===== src/include/mem_macros.svh =====
// memory subsystem size and timing constants, included by the package and every RTL file that sizes logic
`ifndef MEM_MACROS_SVH
`define MEM_MACROS_SVH

// cycles from an accepted request to its read data at the memory output
`define MEM_LATENCY 4

// words fetched for one cache block fill
// must stay a power of two, the fill index wraps at the block end
`define BLOCK_WORDS 4

// word address bits actually decoded by the memory array
// upper address bits are ignored
`define MEM_ADDR_BITS 10

// data word and address width of the processor
`define WORD_BITS 16

`endif


===== src/design/mem_pkg.sv =====
// shared types for the memory subsystem; RTL imports it by wildcard in the body, ports use mem_pkg:: names
`include "mem_macros.svh"

package mem_pkg;

    // who owns an access on its way through the memory
    typedef enum logic [1:0] {
        OWNER_NONE = 2'd0,
        OWNER_I    = 2'd1,
        OWNER_D    = 2'd2
    } owner_e;

    // one requester's access on one cycle
    // enable high means the request is present, write selects the direction
    typedef struct packed {
        logic                  enable;
        logic                  write;
        logic [`WORD_BITS-1:0] addr;
        logic [`WORD_BITS-1:0] data;
    } mem_req_t;

    // one returned word of a block fill and its slot in the block
    typedef struct packed {
        logic                           valid;
        logic [$clog2(`BLOCK_WORDS)-1:0] index;
        logic [`WORD_BITS-1:0]          data;
    } fill_t;

    // owner tag as it travels down the latency pipe next to the read data
    typedef struct packed {
        owner_e owner;
    } tagged_owner_t;

    // fill controller states
    typedef enum logic [1:0] {
        IDLE  = 2'd0,
        ISSUE = 2'd1,
        DRAIN = 2'd2,
        WRITE = 2'd3
    } fill_state_e;

endpackage


===== src/design/mem_latency_pipe.sv =====
// fixed-depth delay line for a payload and its valid bit; used for memory read data and the owner tag
`timescale 1ns/1ps

module mem_latency_pipe #(
    parameter type payload_t = logic [15:0],
    parameter int  DEPTH     = 1
) (
    input  logic     clk,
    input  logic     rst_n,
    input  logic     in_valid,
    input  payload_t in_data,
    output logic     out_valid,
    output payload_t out_data
);

    // stage 0 is loaded from the input, stage DEPTH-1 drives the output
    logic     valid_q [DEPTH];
    payload_t data_q  [DEPTH];

    // valid chain, cleared so nothing stale pops out after reset
    always_ff @(posedge clk or negedge rst_n) begin
        if (!rst_n) begin
            for (int i = 0; i < DEPTH; i++) begin
                valid_q[i] <= 1'b0;
            end
        end else begin
            valid_q[0] <= in_valid;
            for (int i = 1; i < DEPTH; i++) begin
                valid_q[i] <= valid_q[i-1];
            end
        end
    end

    // payload chain shifts every cycle
    // only meaningful where the matching valid is high
    always_ff @(posedge clk) begin
        data_q[0] <= in_data;
        for (int i = 1; i < DEPTH; i++) begin
            data_q[i] <= data_q[i-1];
        end
    end

    assign out_valid = valid_q[DEPTH-1];
    assign out_data  = data_q[DEPTH-1];

endmodule


===== src/design/mem_arbiter.sv =====
// fixed-priority memory arbiter; d requests win, read valids are steered by an owner tag delayed with the data
`timescale 1ns/1ps
`include "mem_macros.svh"

module mem_arbiter (
    input  logic              clk,
    input  logic              rst_n,
    input  mem_pkg::mem_req_t i_req,
    input  mem_pkg::mem_req_t d_req,
    output logic              i_grant,
    output logic              d_grant,
    output mem_pkg::mem_req_t mem_req,
    input  logic              rd_valid,
    output logic              i_rd_valid,
    output logic              d_rd_valid
);

    import mem_pkg::*;

    tagged_owner_t grant_tag;
    tagged_owner_t ret_tag;
    logic          tag_valid;
    logic          rd_issue;
    owner_e        ret_owner;

    // d side always wins, i only gets idle cycles
    assign d_grant = d_req.enable;
    assign i_grant = i_req.enable && !d_req.enable;

    // forward the winner to the memory
    always_comb begin
        if (d_grant) begin
            mem_req = d_req;
        end else if (i_grant) begin
            mem_req = i_req;
        end else begin
            mem_req = '0;
        end
    end

    always_comb begin
        grant_tag.owner = OWNER_NONE;
        if (d_grant) begin
            grant_tag.owner = OWNER_D;
        end else if (i_grant) begin
            grant_tag.owner = OWNER_I;
        end
    end

    // only reads come back, so only reads are tagged
    assign rd_issue = mem_req.enable && !mem_req.write;

    // same depth as the memory read pipe, tag and data stay aligned
    // several reads from both sides may be in flight at once
    mem_latency_pipe #(
        .payload_t (tagged_owner_t),
        .DEPTH     (`MEM_LATENCY)
    ) u_owner_pipe (
        .clk       (clk),
        .rst_n     (rst_n),
        .in_valid  (rd_issue),
        .in_data   (grant_tag),
        .out_valid (tag_valid),
        .out_data  (ret_tag)
    );

    // an empty pipe slot reads as no owner
    assign ret_owner = tag_valid ? ret_tag.owner : OWNER_NONE;

    // read data itself fans out to both controllers
    assign i_rd_valid = rd_valid && (ret_owner == OWNER_I);
    assign d_rd_valid = rd_valid && (ret_owner == OWNER_D);

endmodule


===== config.mk =====
export PLATFORM = sky130hd
export DESIGN_NAME = mem_arbiter
export DESIGN_NICKNAME = d
export VERILOG_FILES = /design/src/design/mem_pkg.sv /design/src/design/mem_latency_pipe.sv /design/src/design/mem_arbiter.sv
export VERILOG_INCLUDE_DIRS = /design/src /design/src/include
export SDC_FILE = /design/constraint.sdc
export NUM_CORES = 1
export LEC_CHECK = 0
export BUFFER_PORTS_ARGS = -buffer_cell sky130_fd_sc_hd__buf_4
export CAP_MARGIN = 0
export CORE_ASPECT_RATIO = 0.6
export CORE_MARGIN = 2
export CORE_UTILIZATION = 30
export CTS_CLUSTER_DIAMETER = 80
export DETAILED_ROUTE_END_ITERATION = 10
export PLACE_DENSITY = 0.78
export RECOVER_POWER = 50
export SYNTH_ARGS = -nofsm -noshare
export SYNTH_HDL_FRONTEND = slang
export SYNTH_SLANG_ARGS = --single-unit

===== constraint.sdc =====
create_clock -name clk -period 2.9 [get_ports clk]
set_clock_uncertainty 0.2 [all_clocks]
set_input_delay 0.58 -clock clk [delete_from_list [all_inputs] [get_ports clk]]
set_output_delay 0.58 -clock clk [all_outputs]
set_load 0.005 [all_outputs]

==> qor.csv <==
metric,value,unit
CTS Buf Count,3,
CTS H-tree depth,1,
Final Setup Violations,0,
Detailed Routing Iterations Pass 1,4,
standby leakage power,0.873,nW
setup_tns,0,ns
Fin. Hold Viols,0,
Post-CTS Resized,0,
crit-path most repeated cell,buf_4,
syn_area_per_cell,6.30,um2
Min-Delay Endpoint,u_owner_pipe.data_q[2][0],
"commonest non-fill, non-tap cell in the layout",buf_4,
Remaining DRCs,0,
initial drt markers,40,
Vias/cell,4.37,
outcome,"finished, final reports clean",
final instance area,1620,um2
worst skew pair latency,0.23,ns
Hold Crit Class,flip-flop to flip-flop,
"reg-to-reg slack, setup",2.22,ns
Port Buffers,108,
Worst setup EP type,primary output,
CTS tree,built,
WP data required,2.12,ns
synth unique cells,15,
Worst-Margin Slew,0.589,ns
Site Rows,14,
grt total ovfl,0,
Post-Syn Area,826,um2
Die W,71.7,um
post-cts hold buffer count,1,
"Slew Viols, Final",0,
CTS root buf,clkbuf_8,
"Max FO, Critical Path",72,
layout cells sized above 1,47.8,%
Final #Nets,303,
Detail Route Antenna Nets,0,
Cells after Synth,131,
fmax,0.431,GHz
area added between synthesis and finish,96.4,%
fin worst setup slack,0.582,ns
post-place setup slack,0.602,ns
ANT cells,0,
initial antenna violation count,0,
PnR Total Power,513,uW
R2R depth,0,
Max-slew headroom,60.7,%
PD cells,316,nW/um2
Bufs on Longest Clock Path,2,
core area,2560,um2
"commonest non-fill, non-tap cells in the layout","104 x buf_4, 65 x nand2_1, 21 x o21ai_1",
Max VDD drop,0.000165,V
crit start category,input port,
Max stage delay on crit path,0.47,ns
clock slew seen by the registers of the worst setup and hold paths,0.05,ns
reg-to-reg endpoint,u_owner_pipe.out_valid,
Hold Path Origin,u_owner_pipe.data_q[1][0],
vias in the first global route,944,
register area share after synthesis,31.5,%
Global Route Usage Sum,15.6,%
launching point of the worst reg2reg path,u_owner_pipe.valid_q[1],
I/O pin count,109,
WL/cell,10.4,um
initial core utilization,32.3,%
Hold Path Cell Cnt,0,
Synth warnings,0,
WP data arrival,1.54,ns
unrepaired setup endpoints after global routing,no,
via count,1145,
type of the worst setup path,input port to primary output,
CP Cell Sequence,buf_4 -> nor2b_1 -> a22o_1 -> buf_4,
period utilisation layout,79.9,%
Final min period,2.32,ns
first-pass GRT wire length,3.97,mm
Max-Cap Viols,0,
Clock Sinks,12,
Final Wtd Congestion,0.662,
"Slowest-stage cell, CP",buf_4,
hpwl dp,2.08,mm
#FFs+latches synth,12,
die height,44.6,um
Die ar.,3200,um2
WL final,2.72,mm
placed inst area,1580,um2
# Post-CTS Setup Buffers,0,
largest net degree at the start of global routing,73,
Syn Nets,202,
[cells by family after synthesis]
family	count (synthesis)	synth area share, %
AOI/OAI and AO/OA	34	21.5
and+or+nand+nor	71	34.4
buffers and inverters	14	12.6
DFF	12	31.5
[metal layers]
metal / share of wire, % / track usage, % / up-vias
met5: 0 / 0 / -
met4: 0.70 / 4.53 / 0
met3: 14 / 5.24 / 2
met2: 44 / 27.0 / 66
met1: 42 / 18.6 / 461
li1: - / - / 616
[layout make-up]
type / instances / area, um2
Clock buffer: 3 / 41.3
Fill cell: 243 / 936
Inverter: 1 / 3.75
Multi-Input combinational cell: 105 / 459
Sequential cell: 12 / 260
Tap cell: 32 / 40.0
Timing Repair Buffer: 109 / 817
[state kept, by name, indices dropped and copies added (netlist names)]
signal,cells
u_owner_pipe.data_q,8
u_owner_pipe.out_valid,1
u_owner_pipe.valid_q,3
[per-stage QoR]
step,hold slack [ns],cells,util [%]
floorplan,0.0844,131,-
CTS,0.121,262,63.6
finish,0.122,262,63.4
global route,0.129,262,63.4
detailed placement,0.112,258,61.6
global placement,0.112,258,61.6
[worst max path at each step]
stage	end	depth (start not counted)	start
2_1_floorplan	mem_req[33]	3	i_req[33]
3_3_place_gp	mem_req[31]	4	d_req[33]
3_5_place_dp	mem_req[31]	4	d_req[33]
4_1_cts	mem_req[31]	4	d_req[33]
5_1_grt	mem_req[31]	4	d_req[33]
6_report	mem_req[31]	4	d_req[33]
[critical path, delay by kind of cell]
kind            cells  cell delay [ns]
buf+inv             2             0.60
simple gates        1             0.13
compound gates      1             0.22
[cell usage after synthesis]
library cell | instances | share of area [%]
nor2b_1 | 1 | 0.76
nor2_1 | 1 | 0.45
o21ai_1 | 27 | 16
nand2_1 | 65 | 30
o21ai_0 | 5 | 3.0
buf_4 | 4 | 3.6
buf_6 | 4 | 5.5
nor3b_1 | 2 | 1.8
or2_1 | 1 | 0.76
a22o_1 | 2 | 2.1
buf_2 | 5 | 3.0
dfrtp_1 | 4 | 12
dfxtp_1 | 8 | 19
inv_1 | 1 | 0.45
nor2b_2 | 1 | 1.1
[power breakdown]
group | switching (mW) | internal (mW)
registers | 0.00239 | 0.176
clock network | 0.0520 | 0.0907
logic | 0.0705 | 0.121
No activity file was read; power rests on OpenSTA's default activity.
