===== src/include/mem_macros.svh =====
// memory subsystem size and timing constants, included by the package and every RTL file that sizes logic
`ifndef MEM_MACROS_SVH
`define MEM_MACROS_SVH

// cycles from an accepted request to its read data at the memory output
`define MEM_LATENCY 4

// words fetched for one cache block fill
// must stay a power of two, the fill index wraps at the block end
`define BLOCK_WORDS 4

// word address bits actually decoded by the memory array
// upper address bits are ignored
`define MEM_ADDR_BITS 10

// data word and address width of the processor
`define WORD_BITS 16

`endif


===== src/design/mem_pkg.sv =====
// shared types for the memory subsystem; RTL imports it by wildcard in the body, ports use mem_pkg:: names
`include "mem_macros.svh"

package mem_pkg;

    // who owns an access on its way through the memory
    typedef enum logic [1:0] {
        OWNER_NONE = 2'd0,
        OWNER_I    = 2'd1,
        OWNER_D    = 2'd2
    } owner_e;

    // one requester's access on one cycle
    // enable high means the request is present, write selects the direction
    typedef struct packed {
        logic                  enable;
        logic                  write;
        logic [`WORD_BITS-1:0] addr;
        logic [`WORD_BITS-1:0] data;
    } mem_req_t;

    // one returned word of a block fill and its slot in the block
    typedef struct packed {
        logic                           valid;
        logic [$clog2(`BLOCK_WORDS)-1:0] index;
        logic [`WORD_BITS-1:0]          data;
    } fill_t;

    // owner tag as it travels down the latency pipe next to the read data
    typedef struct packed {
        owner_e owner;
    } tagged_owner_t;

    // fill controller states
    typedef enum logic [1:0] {
        IDLE  = 2'd0,
        ISSUE = 2'd1,
        DRAIN = 2'd2,
        WRITE = 2'd3
    } fill_state_e;

endpackage


===== src/design/word_counter.sv =====
// clearable up-counter with an all-ones flag, counts issued or returned words of a block
`timescale 1ns/1ps

module word_counter #(
    parameter int WIDTH = 2
) (
    input  logic             clk,
    input  logic             rst_n,
    input  logic             clear,
    input  logic             step,
    output logic [WIDTH-1:0] count,
    output logic             last
);

    // clear wins over step so a new block always starts at zero
    always_ff @(posedge clk or negedge rst_n) begin
        if (!rst_n) begin
            count <= '0;
        end else if (clear) begin
            count <= '0;
        end else if (step) begin
            count <= count + 1'b1;
        end
    end

    // all ones marks the final word of the block
    assign last = &count;

endmodule


===== src/design/fill_ctrl.sv =====
// per-requester controller; turns a miss pulse into a block of word reads and a write pulse into one write
`timescale 1ns/1ps
`include "mem_macros.svh"

module fill_ctrl (
    input  logic                  clk,
    input  logic                  rst_n,
    input  logic                  miss,
    input  logic                  write,
    input  logic [`WORD_BITS-1:0] miss_addr,
    input  logic [`WORD_BITS-1:0] write_addr,
    input  logic [`WORD_BITS-1:0] write_data,
    input  logic                  grant,
    input  logic                  rd_valid,
    input  logic [`WORD_BITS-1:0] rd_data,
    output mem_pkg::mem_req_t     req,
    output mem_pkg::fill_t        fill,
    output logic                  busy,
    output logic                  done
);

    import mem_pkg::*;

    localparam int unsigned IDX_BITS = $clog2(`BLOCK_WORDS);

    fill_state_e state_q;
    fill_state_e state_d;

    // block base for fills, word address for writes
    logic [`WORD_BITS-1:0] addr_q;
    logic [`WORD_BITS-1:0] wdata_q;

    logic [IDX_BITS-1:0] issue_cnt;
    logic [IDX_BITS-1:0] ret_cnt;
    logic                issue_last;
    logic                ret_last;
    logic                cnt_clear;
    logic                issue_step;
    logic                ret_step;

    // counters rest at zero while idle
    assign cnt_clear  = (state_q == IDLE);
    // an issue only counts once the arbiter takes it
    assign issue_step = (state_q == ISSUE) && grant;
    // returns can overlap issue under contention
    assign ret_step   = rd_valid && ((state_q == ISSUE) || (state_q == DRAIN));

    word_counter #(
        .WIDTH (IDX_BITS)
    ) u_issue_cnt (
        .clk   (clk),
        .rst_n (rst_n),
        .clear (cnt_clear),
        .step  (issue_step),
        .count (issue_cnt),
        .last  (issue_last)
    );

    word_counter #(
        .WIDTH (IDX_BITS)
    ) u_ret_cnt (
        .clk   (clk),
        .rst_n (rst_n),
        .clear (cnt_clear),
        .step  (ret_step),
        .count (ret_cnt),
        .last  (ret_last)
    );

    // starts are only looked at in IDLE, so pulses while busy are dropped
    // write-through beats a miss arriving on the same cycle
    always_comb begin
        state_d = state_q;
        case (state_q)
            IDLE: begin
                if (write) begin
                    state_d = WRITE;
                end else if (miss) begin
                    state_d = ISSUE;
                end
            end
            ISSUE: begin
                if (grant && issue_last) begin
                    state_d = DRAIN;
                end
            end
            DRAIN: begin
                if (rd_valid && ret_last) begin
                    state_d = IDLE;
                end
            end
            WRITE: begin
                if (grant) begin
                    state_d = IDLE;
                end
            end
            default: begin
                state_d = IDLE;
            end
        endcase
    end

    always_ff @(posedge clk or negedge rst_n) begin
        if (!rst_n) begin
            state_q <= IDLE;
        end else begin
            state_q <= state_d;
        end
    end

    // capture the start arguments, miss address is aligned to its block
    always_ff @(posedge clk) begin
        if (state_q == IDLE) begin
            if (write) begin
                addr_q  <= write_addr;
                wdata_q <= write_data;
            end else if (miss) begin
                addr_q <= {miss_addr[`WORD_BITS-1:IDX_BITS], {IDX_BITS{1'b0}}};
            end
        end
    end

    // request stays unchanged until granted
    // issue_cnt is zero in WRITE so the write address passes through as is
    always_comb begin
        req.enable = (state_q == ISSUE) || (state_q == WRITE);
        req.write  = (state_q == WRITE);
        req.addr   = addr_q + {{(`WORD_BITS - IDX_BITS){1'b0}}, issue_cnt};
        req.data   = wdata_q;
    end

    // fill slot comes from the return count, the memory gives no index
    always_comb begin
        fill.valid = rd_valid;
        fill.index = ret_cnt;
        fill.data  = rd_data;
    end

    assign busy = (state_q != IDLE);
    // done lines up with the last fill word or the granted write
    assign done = ((state_q == DRAIN) && rd_valid && ret_last)
               || ((state_q == WRITE) && grant);

endmodule


===== config.mk =====
export PLATFORM = sky130hd
export DESIGN_NAME = fill_ctrl
export DESIGN_NICKNAME = d
export VERILOG_FILES = /design/src/design/mem_pkg.sv /design/src/design/word_counter.sv /design/src/design/fill_ctrl.sv
export VERILOG_INCLUDE_DIRS = /design/src /design/src/include
export SDC_FILE = /design/constraint.sdc
export NUM_CORES = 1
export LEC_CHECK = 0
export BUFFER_PORTS_ARGS = -buffer_cell sky130_fd_sc_hd__buf_2
export CAP_MARGIN = 5
export CORE_MARGIN = 4
export CORE_UTILIZATION = 39
export DETAILED_ROUTE_END_ITERATION = 10
export PLACE_DENSITY = 0.86
export SYNTH_ARGS = -nofsm -noshare
export SYNTH_HDL_FRONTEND = slang
export SYNTH_SLANG_ARGS = --single-unit

===== constraint.sdc =====
create_clock -name clk -period 2 [get_ports clk]
set_input_delay 0.4 -clock clk [delete_from_list [all_inputs] [get_ports clk]]
set_output_delay 0.4 -clock clk [all_outputs]
set_load 0.03 [all_outputs]

==> results of run 1 <==
placed cells by master (no fill, tap or decap), drive strengths merged:
cell / synthesis / routed
a21o: 1 / 1
a21oi: 5 / 5
a221o: 1 / 1
a32o: 1 / 1
and2: 3 / 3
and3: 1 / 1
buf: 19 / 113
bufinv: 0 / 1
clkbuf: 1 / 5
clkinv: 0 / 2
dfrtp: 6 / 6
dlygate4sd3: 0 / 1
edfxtp: 32 / 32
fa: 1 / 1
ha: 8 / 8
inv: 8 / 8
mux2: 14 / 14
mux2i: 1 / 1
nand2: 10 / 10
nand3: 8 / 8
nand4: 3 / 3
nor2: 6 / 6
nor2b: 1 / 1
nor3: 2 / 2
nor4: 2 / 2
o22a: 1 / 1
or2: 1 / 1
xnor2: 9 / 9
xor2: 7 / 7
critical path, cell delays in order (launching register included):
cell     delay (ns)
dfrtp_1        0.35
ha_2           0.18
inv_2          0.04
fa_2           0.37
buf_4          0.16
buf_6          0.10
buf_6          0.12
nor2_4         0.11
xor2_2         0.15
buf_6          0.15
per-stage QoR:
| stage | util (%) | instance area, um2 |
|---|---|---|
| final | 61.26 | 2970 |
| after global routing | 61.26 | 2970 |
| after detailed placement | 55.07 | 2670 |
| after CTS | 60.67 | 2942 |
| after floorplan | - | 2157 |
| after global placement | 55.07 | 2670 |
registers in the layout (all words and copies together), names as in the netlist:
signal / count
u_issue_cnt.count: 2
addr_q: 16
u_ret_cnt.count: 2
wdata_q: 16
state_q: 2
path summary, 6_finish.rpt:
check / slack, ns / cells past startpoint / to / start
setup / recovery: -0.41 / 9 / req[20] / u_issue_cnt.count[0]
hold / removal: 0.28 / 1 / wdata_q[0] / write_data[0]
setup reg to reg: 0.31 / 6 / state_q[1] / state_q[1]
hold reg to reg: 0.56 / 2 / u_ret_cnt.count[1] / u_ret_cnt.count[1]
max in group asynchronous: 1.37 / 2 / u_issue_cnt.count[0] / rst_n
min in group asynchronous: 0.48 / 2 / u_ret_cnt.count[0] / rst_n
Yosys cell counts (2+ instances only):
master	instances
inv_1	8
nor4_4	2
nand4_1	2
dfrtp_1	6
nand2_1	9
xor2_1	7
a21oi_1	3
ha_1	8
edfxtp_1	32
and2_1	3
xnor2_1	9
nand3_1	8
nor2_1	6
mux2_2	14
a21oi_2	2
nor3_1	2
buf_4	17
buf_2	2
repair_timing:
action | 4_1_cts | 5_1_grt
buffers inserted | 7 | 1
endpoints found under the hold margin | 6 | 0
hold buffers | 1 | 0
gates resized for setup | 30 | 9
pin swaps | 13 | 5
cloned | 0 | 0
endpoints found under the setup margin | 15 | 16
cell families (layout without fill, tap and decap cells):
kind of cell | after synthesis | after routing | synth area share [%]
adder cells (fa/ha/maj) | 9 | 9 | 5.989
buffers and inverters | 28 | 130 | 8.546
multiplexers | 15 | 15 | 8.359
AND/OR/NAND/NOR | 37 | 37 | 11.29
AO/OA/AOI/OAI | 9 | 9 | 3.431
XOR/XNOR | 16 | 16 | 6.987
flip-flops | 38 | 38 | 55.40
power groups by stage:
stage	registers [mW]	clock network, mW	logic [mW]
4_1_cts	1.27	0.637	1.80
5_1_grt	1.29	0.669	1.97
2_1_floorplan	1.44	0	1.01
3_3_place_gp	1.27	0	1.59
6_report	1.27	0.621	1.84
3_5_place_dp	1.28	0	1.63
per-layer routing:
metal	vias up	share of wire [%]
li1	717	-
met1	688	38
met2	66	52
met3	12	8.7
met4	0	1.7
met5	-	0
layout make-up:
cell class	instances	area, um2	share of cell area (%)
Timing Repair Buffer	114	715.7	24.09
Multi-Input combinational cell	86	920.9	31.00
Inverter	8	30.03	1.011
Tap cell	67	83.83	2.822
Clock buffer	5	68.82	2.317
Clock inverter	3	40.04	1.348
Sequential cell	38	1111	37.41
==> metrics.md, run 1 <==
| Metric | Value |
|---|---|
| Dominant synthesized flop cell | edfxtp_1 |
| # diodes | 0 |
| Final Hold Vio Count | 0 |
| Seq pwr share | 34.0% |
| Ys async rst share | 15.79% |
| Met2 Use GR | 25.13% |
| Setup crit start kind | flop |
| Failing checks | negative setup slack |
| Grt met3 use | 5.079% |
| CTS tree | done |
| Logic pwr share | 49.3% |
| Pint | 2.242 mW |
| Drt first pass iters | 4 |
| Syn Nets | 231 |
| Initial antenna violation count | 0 |
| Post-DP HPWL | 3506 um |
| Area Overhead vs Synth | 48.10% |
| Cells after Synth | 152 |
| Hold slack | 0.2845 ns |
| Die Y | 79.71 um |
| GRT Resource Usage Total | 14.39% |
| I/O Buffers | 90 |
| Die area | 6354 um2 |
| Die W | 79.71 um |
| Total Neg Setup Slack | -3.798 ns |
| Post-synth EDFFs | 32 |
| Req. time, crit path | 1.60 ns |
| Crit share post-route | 120.5% |
| Worst hold-check path type | primary input to flop |
| Post-synthesis instance area | 2006 um2 |
| Core area | 4848 um2 |
| Clock slew at reported path FFs | 0.07 ns |
| Post-synthesis sequential area ratio | 55.40% |
| Placed cells | 305 |
| Starting Density | 41.37% |
| Sw Share | 39.78% |
| Met1 Usage GRT | 15.50% |
| Max_cap viols | 0 |
| Final net count | 332 |
| Placer Congestion | 0.7420 |
| Max-slew violation count | 0 |
| RSZ-0062 raised after global routing | true |
| Clock power frac | 16.7% |
| Endpoint type of the worst setup path | output port |
| Non-filler cells, final | 321 |
| Clk_lat worst skew | 0.28 ns |
| Outcome | finished with violations |
| YS warnings | 0 |
| Root Driver | clkbuf_8 |
| NetSw | 1.481 mW |
| Filler cells | 391 |
| Top cells by area, synth | edfxtp_1, mux2_2, dfrtp_1 |
| Period minus WS final | 2.410 ns |
| Static leakage power | 1.318 nW |
| Top-Level Pins | 125 |
| Setup violators final | 14 |
| Most Crowded Layer GR | met2 |
| Vias in the first global route | 1480 |
| Wire per inst | 14.12 um |
| Worst slew pin tran | 0.4022 ns |
| Fmax | 0.4149 GHz |
| Critical path class | flop to output port |
| CTS buffer count | 5 |
| Synth cell types | 30 |
| Detail Route Antenna Nets | 0 |
| Share of the synthesized area in the top cell type | 47.91% |
| Max IR drop VDD | 0.9915 mV |
| Total Wirelength | 4532 um |
| Leading area contributor after synthesis | edfxtp_1 |
| Pin count of the biggest net entering global routing | 19 |
| Clock buffer depth | 2 |
| Initial DRC count | 35 |
| Worst setup margin | -0.4100 ns |
| Via density | 4.620 |
| Total gr overflow | 0 |
| First-pass GRT wire length | 6893 um |
| Drt drc | 0 |
| Worst slew margin | 73.19% |
| Mean post-synth cell area | 13.20 um2 |
| Setup Skew | 0.003114 ns |
| Vias | 1483 |
| H-tree levels | 2 |
| Share of layout cells above drive strength 1 | 64.57% |
| Pre-CTS WS | -0.2207 ns |
| Placement Rows | 25 |
| Max FO, Critical Path | 3 |
| Critical Path AT | 2.01 ns |
| Tot Pwr | 3.723 mW |
| Pwr dens | 1253 nW/um2 |
| Flops & latches, synth | 38 |
| CTS sink count | 38 |
Power figures use the tool's default switching activity.
==> run 2, diff against run 1 <==
CORE_UTILIZATION = 46   (was 39)
GPL_TIMING_DRIVEN = 0   (was unset)
PLACE_DENSITY = 0.94   (was 0.86)
clock period = 3.1 ns   (was 2 ns; I/O delays follow)
==> metrics.md, run 2 (same netlist as run 1, synthesis figures left out) <==
| Metric | Value |
|---|---|
| Post-cts resize count | 0 (was 30) |
| Crit share post-route | 93.31% |
| Fmax | 0.3457 GHz |
| Critical Path Source | u_issue_cnt.count[0] (unchanged) |
| Worst slew pin tran | 0.7422 ns (was 0.4022 ns) |
| GRT Resource Usage Total | 16.90% (was 14.39%) |
| Filler cells | 335 (was 391) |
| I/O Buffers | 105 (was 90) |
| Req. time, crit path | 2.48 ns (was 1.60 ns) |
| Final Hold Vio Count | 0 (unchanged) |
| Post-DP Area | 2594 um2 (was 2670 um2) |
| Pin count of the biggest net entering global routing | 18 (was 19) |
| Critical path class | flop to output port (unchanged) |
| WL met3 | 507 um (was 396 um) |
| Multi-input gate area | 725.7 um2 (was 920.9 um2) |
| Post-route cell area | 2693 um2 (was 2970 um2) |
| Endpoint type of the worst setup path | output port (unchanged) |
| CTS buffer count | 5 (unchanged) |
| Post-CTS repair timing setup buffer count | 0 (was 7) |
| Outcome | finished clean (was finished with violations) |
| Die Y | 74.03 um (was 79.71 um) |
| Placement Rows | 23 (was 25) |
| Total Neg Setup Slack | 0 ns (was -3.798 ns) |
| Root Driver | clkbuf_8 (unchanged) |
| CTS tree | done (unchanged) |
| Clock slew at reported path FFs | 0.07 ns (about the same) |
| Critical Path AT | 2.27 ns (was 2.01 ns) |
| Share of layout cells above drive strength 1 | 57.52% (was 64.57%) |
| Via density | 4.892 (was 4.620) |
| Period minus WS final | 2.893 ns |
| Setup violators final | 0 (was 14) |
| Most common cell after layout, fill and taps aside | buf_2 (unchanged) |
| Post-DP HPWL | 3872 um (was 3506 um) |
| Commonest non-fill, non-tap cells in the layout | buf_2, edfxtp_1, buf_4, mux2_2 (was buf_2, edfxtp_1, buf_4, mux2_2, buf_6) |
| RSZ-0062 raised after global routing | false (was true) |
| Max FO, Critical Path | 4 (was 3) |
| Top sig layer | met4 (unchanged) |
| Register area | 1111 um2 (unchanged) |
| Drt drc | 0 (unchanged) |
| Final net count | 344 (was 332) |
| Total gr overflow | 0 (unchanged) |
| Vias in the first global route | 1471 (was 1480) |
| R2R depth | 6 (unchanged) |
| Hold_buf cts | 0 (was 1) |
| Die W | 74.03 um (was 79.71 um) |
| Worst hold-check path type | primary input to async pin (was primary input to flop) |
| Worst setup path end | req[28] (was req[20]) |
| Worst slew margin | 50.52% (was 73.19%) |
| Max-slew violation count | 0 (unchanged) |
| Reg-to-reg endpoint | addr_q[12] (was state_q[1]) |
| H-tree levels | 2 (unchanged) |
| CTS sink count | 38 (unchanged) |
| Biggest regs | addr_q: 16 flops, wdata_q: 16 flops (unchanged) |
| First-pass GRT wire length | 6810 um (was 6893 um) |
| Starting Density | 48.74% (was 41.37%) |
| Pwr dens | 791.3 nW/um2 (was 1253 nW/um2) |
| Crit Reg-Reg Startpoint | state_q[0] (was state_q[1]) |
| Area Overhead vs Synth | 34.25% (was 48.10%) |
| Core area | 4115 um2 (was 4848 um2) |
| Detail Route Antenna Nets | 0 (unchanged) |
| Setup Skew | 0.004322 ns (was 0.003114 ns) |
| Setup crit start kind | flop (unchanged) |
| Max IR drop VDD | 0.4098 mV (was 0.9915 mV) |
| Max_cap viols | 0 (unchanged) |
| Wire per inst | 14.94 um (was 14.12 um) |
| Initial DRC count | 44 (was 35) |
| Static leakage power | 1.253 nW (was 1.318 nW) |
| Met1 wire length | 1547 um (was 1708 um) |
| Initial antenna violation count | 0 (unchanged) |
| Clock buffer depth | 2 (unchanged) |
| Clk_lat worst skew | 0.29 ns (was 0.28 ns) |
| Drt first pass iters | 4 (unchanged) |
| R2R setup slack | 1.07 ns (was 0.31 ns) |
| Die area | 5480 um2 (was 6354 um2) |
| Placer Congestion | 0.7679 (was 0.7420) |
| Metal2 WL | 2607 um (was 2349 um) |
| Total Wirelength | 4720 um (was 4532 um) |
| Vias | 1546 (was 1483) |
| Top-Level Pins | 125 (unchanged) |
| # diodes | 0 (unchanged) |
-- run 2: worst min-delay path by stage --
stage | startpoint | endpoint | depth (start not counted)
6_report | rst_n | u_issue_cnt.count[0] | 1
2_1_floorplan | rst_n | state_q[0] | 0
5_1_grt | rst_n | u_issue_cnt.count[0] | 1
3_5_place_dp | rst_n | u_issue_cnt.count[1] | 1
4_1_cts | rst_n | u_issue_cnt.count[0] | 1
3_3_place_gp | rst_n | u_issue_cnt.count[1] | 1
-- run 2: metal layers --
| metal | GRT usage, % | up-vias |
|---|---|---|
| li1 | - | 745 |
| met1 | 17.35 | 713 |
| met2 | 31.79 | 84 |
| met3 | 5.270 | 4 |
| met4 | 6.439 | 0 |
| met5 | 0 | - |
-- run 2: final cells by class --
| class | count | share of cell area [%] |
|---|---|---|
| clock buffers | 5 | 2.556 |
| inverters | 8 | 1.115 |
| multi-input cells | 86 | 26.95 |
| well taps | 50 | 2.323 |
| repair buffers | 106 | 19.93 |
| clock inverters | 3 | 0.6041 |
| plain buffers | 20 | 5.251 |
| flip-flops and latches | 38 | 41.26 |
-- run 2: worst max-delay path, stage by stage (launching register included) --
cell and delay (ns):
dfrtp_1 0.41, ha_1 0.23, inv_1 0.07, fa_2 0.39
nor4_4 0.36, nand3_1 0.13, xnor2_1 0.17, buf_2 0.22
-- run 2: report_power, final --
| group | internal, mW | switching, mW | total [mW] |
|---|---|---|---|
| sequential | 0.720 | 0.0993 | 0.820 |
| clock | 0.154 | 0.174 | 0.328 |
| combinational | 0.324 | 0.660 | 0.983 |
| total | 1.20 | 0.933 | 2.13 |
-- run 2: through the flow --
stage	std cells	power, mW	utilization (%)	hold slack, ns	setup slack [ns]
finish	316	2.131	65.43	0.1409	0.2074
global route	316	2.257	65.43	0.1294	0.06621
CTS	315	2.128	65.10	0.1415	0.1016
detailed placement	307	1.802	63.03	0.4500	0.4253
global placement	307	1.756	63.03	0.4526	0.4800
floorplan	152	1.517	-	0.3244	0.4056
